### config.mk
export PLATFORM = sky130hd
export DESIGN_NAME = cache_control
export DESIGN_NICKNAME = d
export VERILOG_FILES = /design/src/cache/cache_control.sv
export SDC_FILE = /design/constraint.sdc
export NUM_CORES = 1
export LEC_CHECK = 0
export ABC_CLOCK_PERIOD_IN_PS = 1640
export BUFFER_PORTS_ARGS = -buffer_cell sky130_fd_sc_hd__buf_2
export CAP_MARGIN = 25
export CORE_AREA = 10 10 47 49
export CTS_CLUSTER_DIAMETER = 150
export CTS_CLUSTER_SIZE = 16
export DETAILED_ROUTE_END_ITERATION = 7
export DIE_AREA = 0 0 57 59
export GPL_TIMING_DRIVEN = 0
export HOLD_SLACK_MARGIN = 0.02
export PLACE_DENSITY = 0.41
export SETUP_SLACK_MARGIN = 0.2
export SLEW_MARGIN = 10
export SYNTH_ARGS = -nofsm -noshare
export SYNTH_HDL_FRONTEND = slang
export SYNTH_SLANG_ARGS = --single-unit
### constraint.sdc
create_clock -name clock -period 1.64 [get_ports clock]
set_input_delay 0.082 -clock clock [delete_from_list [all_inputs] [get_ports clock]]
set_output_delay 0.082 -clock clock [all_outputs]
set_load 0.1 [all_outputs]
### src/cache/cache_control.sv
`timescale 1ns/1ps
`default_nettype none

module cache_control (
  input  logic clock,
  input  logic reset,
  input  logic cpu_req_valid,
  input  logic req_write,
  input  logic hit,
  input  logic dirty,
  input  logic mem_ack,
  output logic sample,
  output logic set_valid,
  output logic set_tag,
  output logic set_data,
  output logic set_dirty,
  output logic mem_addr_src,
  output logic mem_req_valid,
  output logic mem_write,
  output logic cpu_done
);

  typedef enum logic [1:0] {
    idle       = 2'd0,
    compare    = 2'd1,
    write_back = 2'd2,
    refill     = 2'd3
  } state_t;

  state_t state;
  state_t state_next;

  logic in_compare;
  logic miss;
  logic victim_dirty;
  logic refill_done;

  always_ff @(posedge clock or posedge reset) begin
    if (reset) begin
      state <= idle;
    end else begin
      state <= state_next;
    end
  end

  always_comb begin
    state_next = state;
    case (state)
      idle: begin
        if (cpu_req_valid) state_next = compare;
      end
      compare: begin
        if (hit) begin
          state_next = idle;
        end else if (dirty) begin
          state_next = write_back;  // victim goes out first.
        end else begin
          state_next = refill;
        end
      end
      write_back: begin
        if (mem_ack) state_next = refill;
      end
      refill: begin
        if (mem_ack) state_next = compare;  // retry lookup, hits now.
      end
      default: state_next = idle;
    endcase
  end

  assign in_compare   = (state == compare);
  assign miss         = in_compare & ~hit;
  assign victim_dirty = miss & dirty;
  assign refill_done  = (state == refill) & mem_ack;

  assign sample   = (state == idle) & cpu_req_valid;
  assign cpu_done = in_compare & hit;

  // one strobe on entry to write_back or refill.
  assign mem_req_valid = miss | ((state == write_back) & mem_ack);
  assign mem_write     = victim_dirty;
  assign mem_addr_src  = victim_dirty;

  // refill installs the line; a store hit writes and marks it dirty.
  assign set_valid = refill_done;
  assign set_tag   = refill_done;
  assign set_dirty = cpu_done & req_write;
  assign set_data  = set_dirty | refill_done;

endmodule

`default_nettype wire

Yosys cells after proc, flatten, opt, wreduce, memory -nomap -nowiden
Cells that the tools add are included.
{ "totals": {"wordCells": 25, "in_bits": 7, "reg_bits": 2, "output_inout_bits": 9} }
{ "classes": {"muxes": 6, "bitwise": 10, "reduce_logical": 2, "eq_ne": 6} }
{ "op_table": {"columns": ["operator", "n"], "rows": [
  ["$mux W2", 4],
  ["$pmux W2 S4", 1],
  ["$and A1 B1 Y1", 7],
  ["$ne A2 B2 Y1 const B", 3],
  ["$eq A2 B2 Y1 const B", 2],
  ["$reduce_and A3 Y1", 1],
  ["$eq A2 B1 Y1 const B", 1],
  ["$logic_not A2 Y1", 1],
  ["$or A1 B1 Y1", 2],
  ["$mux W1", 1],
  ["$not A1 Y1", 1]
]} }

Depth between registers and ports, before layout
{ "logic_depth": {"depth_word": 4, "mapped_depth": 5, "mapped_depth_nobuf": 5} }

Least setup slack after synthesis
Ideal clock, no wire load.
{ "synth_timing": {"path_type": "register to output", "startpoint": "reg state[1]", "endpoint": "out set_data", "path_buffers": 0, "t_arrival_ns": 2.036, "t_required_ns": 1.558, "path_stages_with_launch": 5, "slack_ns": -0.478, "path_cell_list": "dfrtp_1 > inv_1 > ha_1 > and3_1 > or2_2"} }
{ "synth_via": {"elab_chain_cells": 4, "word_cells_on_any_way": 6, "cone_classes": "eq/ne: 2; bitwise: 4"} }
{ "synth_lines": {"columns": ["element", "line_no", "source"], "rows": [
  ["start, declared", "30", "state_t state;"],
  ["start signal, assigned", "40", "state <= idle;"],
  ["start signal, assigned", "42", "state <= state_next;"],
  ["$eq A2 B1 Y1", "71", "assign in_compare = (state == compare);"],
  ["$and A1 B1 Y1", "77", "assign cpu_done = in_compare & hit;"],
  ["$and A1 B1 Y1", "87", "assign set_dirty = cpu_done & req_write;"],
  ["named net set_dirty", "16", "output logic set_dirty,"],
  ["$or A1 B1 Y1", "88", "assign set_data = set_dirty | refill_done;"],
  ["end, declared", "15", "output logic set_data,"]
]} }
The timed path passes the listed nets, and every way through them passes these cells.

Worst setup path after layout
{ "layout_timing": {"startpoint": "reg state[0]", "endpoint": "out set_data"} }
{ "layout_via": {"elab_chain_cells": 4, "word_cells_on_any_way": 6, "cone_classes": "eq/ne: 2; bitwise: 4"} }
{ "layout_lines": {"columns": ["element", "line_no"], "rows": [
  ["$eq A2 B1 Y1", "71"],
  ["$and A1 B1 Y1", "77"],
  ["$and A1 B1 Y1", "87"],
  ["$or A1 B1 Y1 (*)", "88"]
]} }
Every way passes the cells marked *; elsewhere a longest branch is shown, timed or not.

==> flow_summary.toml <==
[clock_tree]
cts_num_sinks = 2
cts_tree = "yes"
cts.path.max_buffers = 2
cts.htree.levels = 1
cts.reportedPaths.clkPinSlew_ns = 0.03
cts-buffers-inserted = 3
clk_root_buf = "sky130_fd_sc_hd__clkbuf_4"
clock_insertion_delay_worst_skew_ns = 0.22

[floorplanning]
design.die.area_mm2 = 0.00336
chipHeight_um = 59
core_area_mm2 = 0.00140
top_level_ports = 16
initial_core_util_pct = 18.6
fp_rows = 14
die_x_um = 57

[setup_path]
cp_slowest_cell = "sky130_fd_sc_hd__dfrtp_2"
rr_worst_depth = 5
critPathArrivalTime_ns = 1.42
cp.required_ns = 1.56
r2r_setup_slk_ns = 0.23
critical_path_class = "flop to output pin"
critPathMaxFanout = 4
crit_chain = "ha_2, and2_4, or2_4, buf_12"
r2r_end = "state[0]"
crit_path_max_incr_delay_ns = 0.43
critPathCaptureType = "output pin"
worst_r2r_startpoint = "state[0]"
setup.worst_path.start_class = "flop"

[cells_and_area]
largest_register_ff_count = 2
final_nets = 68
finalCoreUtilization_pct = 40.4
drive_above_1_share_pct = 75.9
final-instance-count-excl-fill = 70
flow.area_growth_from_synthesis_pct = 117
top_register = "state"
antennaDiodeCount = 0
layout.cell_area.non_filler_um2 = 566
top_regs = "state: 2 flops"

[synthesis]
post-synth-top-area-cell = "sky130_fd_sc_hd__ha_1"
synth_cell_type_count = 16
top_ff_cell_synth = "sky130_fd_sc_hd__dfrtp_1"
synthesis.yosys.warnings = 0
post-synth-top-area-fraction_pct = 24.0
seq_area_frac_synth_pct = 19.2
netlist_top_cells_area = "sky130_fd_sc_hd__ha_1 (24%), sky130_fd_sc_hd__dfrtp_1 (19%), sky130_fd_sc_hd__and2_1 (9.6%), sky130_fd_sc_hd__buf_4 (5.8%), sky130_fd_sc_hd__inv_1 (5.8%)"
postSynthCellCount = 30
synth_seq_cells = 2
yosys-top-cells-count = "sky130_fd_sc_hd__ha_1 (5), sky130_fd_sc_hd__and2_1 (4), sky130_fd_sc_hd__inv_1 (4)"
synth_edf_count = 0
syn-mean-instance-area_um2 = 8.68
synth_most_common_cell = "sky130_fd_sc_hd__ha_1"
syn-num-nets = 42
asyncSetResetFlopFracSynth_pct = 100
cell_area_after_synthesis_um2 = 260

[flow_run]
max_capacitance_violation_count = 0

[route]
route.final.wire_length_um = 700
avgRoutedWirePerCell_um = 10.0
ant_nets = 0
drt-initial-drc-count = 3
detailedRoute.firstPassIterationCount = 2
drc_errors = 0
via_per_inst = 4.13
vias_post_dr = 289

[timing]
max-slew-margin-rel_pct = 81.4
fin_crit_sh_pct = 91.6
drv_slew = 0
max_freq_mhz = 666
finalWorstSetupSlack_ns = 0.137
setup_tns_ns = 0
final_critical_path_time_including_i_o_delays_and_setup_ns = 1.50
setup_viol = 0
least_margin_pin_slew_ns = 0.281
worst_clock_skew_ns = 0.00204
rsz_0062_raised_after_global_routing = "true"
report.final.hold_viol_count = 0

[min_path]
hold_path.startpoint = "mem_ack"
hold_path_class = "input pin to flop"
min_path_cells = 3
holdPathEnd = "state[1]"

[global_routing]
grt_overflow_total = 0
antenna_found_initial = 0
grt_pass1_wl_um = 1240
global_route.usage.total_pct = 4.76
first_global_vias = 288
grt_max_degree = 5

[place]
place_inst = 61
post-dp-hpwl_um = 577
io_buffer_count = 15
final_weighted_congestion_of_routability_driven_global_placement = 0.632
placed_area_um2 = 388
dpl_worst_slack_ns = 0.0100

[power]
power.density_cell_area_mw_per_mm2 = 2030
ir_drop_worst_vdd_mv = 0.623
leakage_nw = 0.282

[status]
outcome = "complete, no violations"
## power by group
part | internal [W] | total, W | leakage (nW) | switching [W]
clock | 0.0000807 | 0.000108 | 0.0138 | 0.0000277
sequential | 0.0000737 | 0.000102 | 0.0237 | 0.0000283
combinational | 0.000383 | 0.000936 | 0.245 | 0.000553
total | 0.000538 | 0.00115 | 0.282 | 0.000609
## timing repair
item                                    CTS  global route
setup buffers                             3             2
endpoints found under the setup margin    9             9
pin swaps                                 0             2
endpoints found under the hold margin     2             0
gates resized for setup                  23             7
hold buffers                              1             0
## worst max-delay path by stage
stage / startpoint / to / depth (start not counted)
2_1_floorplan: state[1] / set_data / 4
3_3_place_gp: state[1] / mem_write / 6
3_5_place_dp: state[1] / mem_write / 6
4_1_cts: state[0] / set_data / 4
5_1_grt: state[1] / mem_write / 6
6_report: state[0] / set_data / 4
## per-layer routing
layer	global-route usage (%)	routed length, µm	vias to the layer above
li1	-	-	143
met1	5.01	271	133
met2	6.67	353	13
met3	3.43	75	0
met4	3.02	0	0
met5	0	0	-
## critical path: cells and delay by family, from the launching register on
family | cells | cell delay, ns
AND/OR/NAND/NOR | 2 | 0.39
buffers and inverters | 1 | 0.16
adder cells (fa/ha/maj) | 1 | 0.21
flip-flops | 1 | 0.43
## per-stage QoR
step                      hold slack [ns]  power (W)
after global routing                0.239    0.00123
final                               0.226    0.00115
after global placement            -0.0696   0.000832
after floorplan                    -0.177   0.000730
after detailed placement          -0.0649   0.000828
after CTS                           0.220    0.00110
## final cells by class
class	instances	area [µm²]
Timing Repair Buffer	21	206
Inverter	4	15.0
Sequential cell	2	51.3
Multi-Input combinational cell	22	223
Fill cell	157	836
Clock buffer	3	22.5
Tap cell	16	20.0
Buffer	2	27.5
## layout by cell type (no fill, tap or decap), drive strengths merged
| master | instances |
|---|---|
| mux2i | 1 |
| mux2 | 1 |
| nand2b | 1 |
| clkbuf | 3 |
| dfrtp | 2 |
| nand2 | 2 |
| inv | 4 |
| and2 | 4 |
| nor2b | 2 |
| dlygate4sd3 | 1 |
| buf | 22 |
| o21ai | 2 |
| ha | 5 |
| o22ai | 1 |
| nor2 | 1 |
| or2 | 1 |
| and3 | 1 |
## cells by family after synthesis
logic type / after synthesis / share of synthesized area (%)
compound gates: 3 / 8.65
mux: 2 / 9.61
simple gates: 12 / 26.9
fa+ha+maj: 5 / 24.0
buf+inv: 6 / 11.5
flops: 2 / 19.2
(Power assumes the default switching activity.)
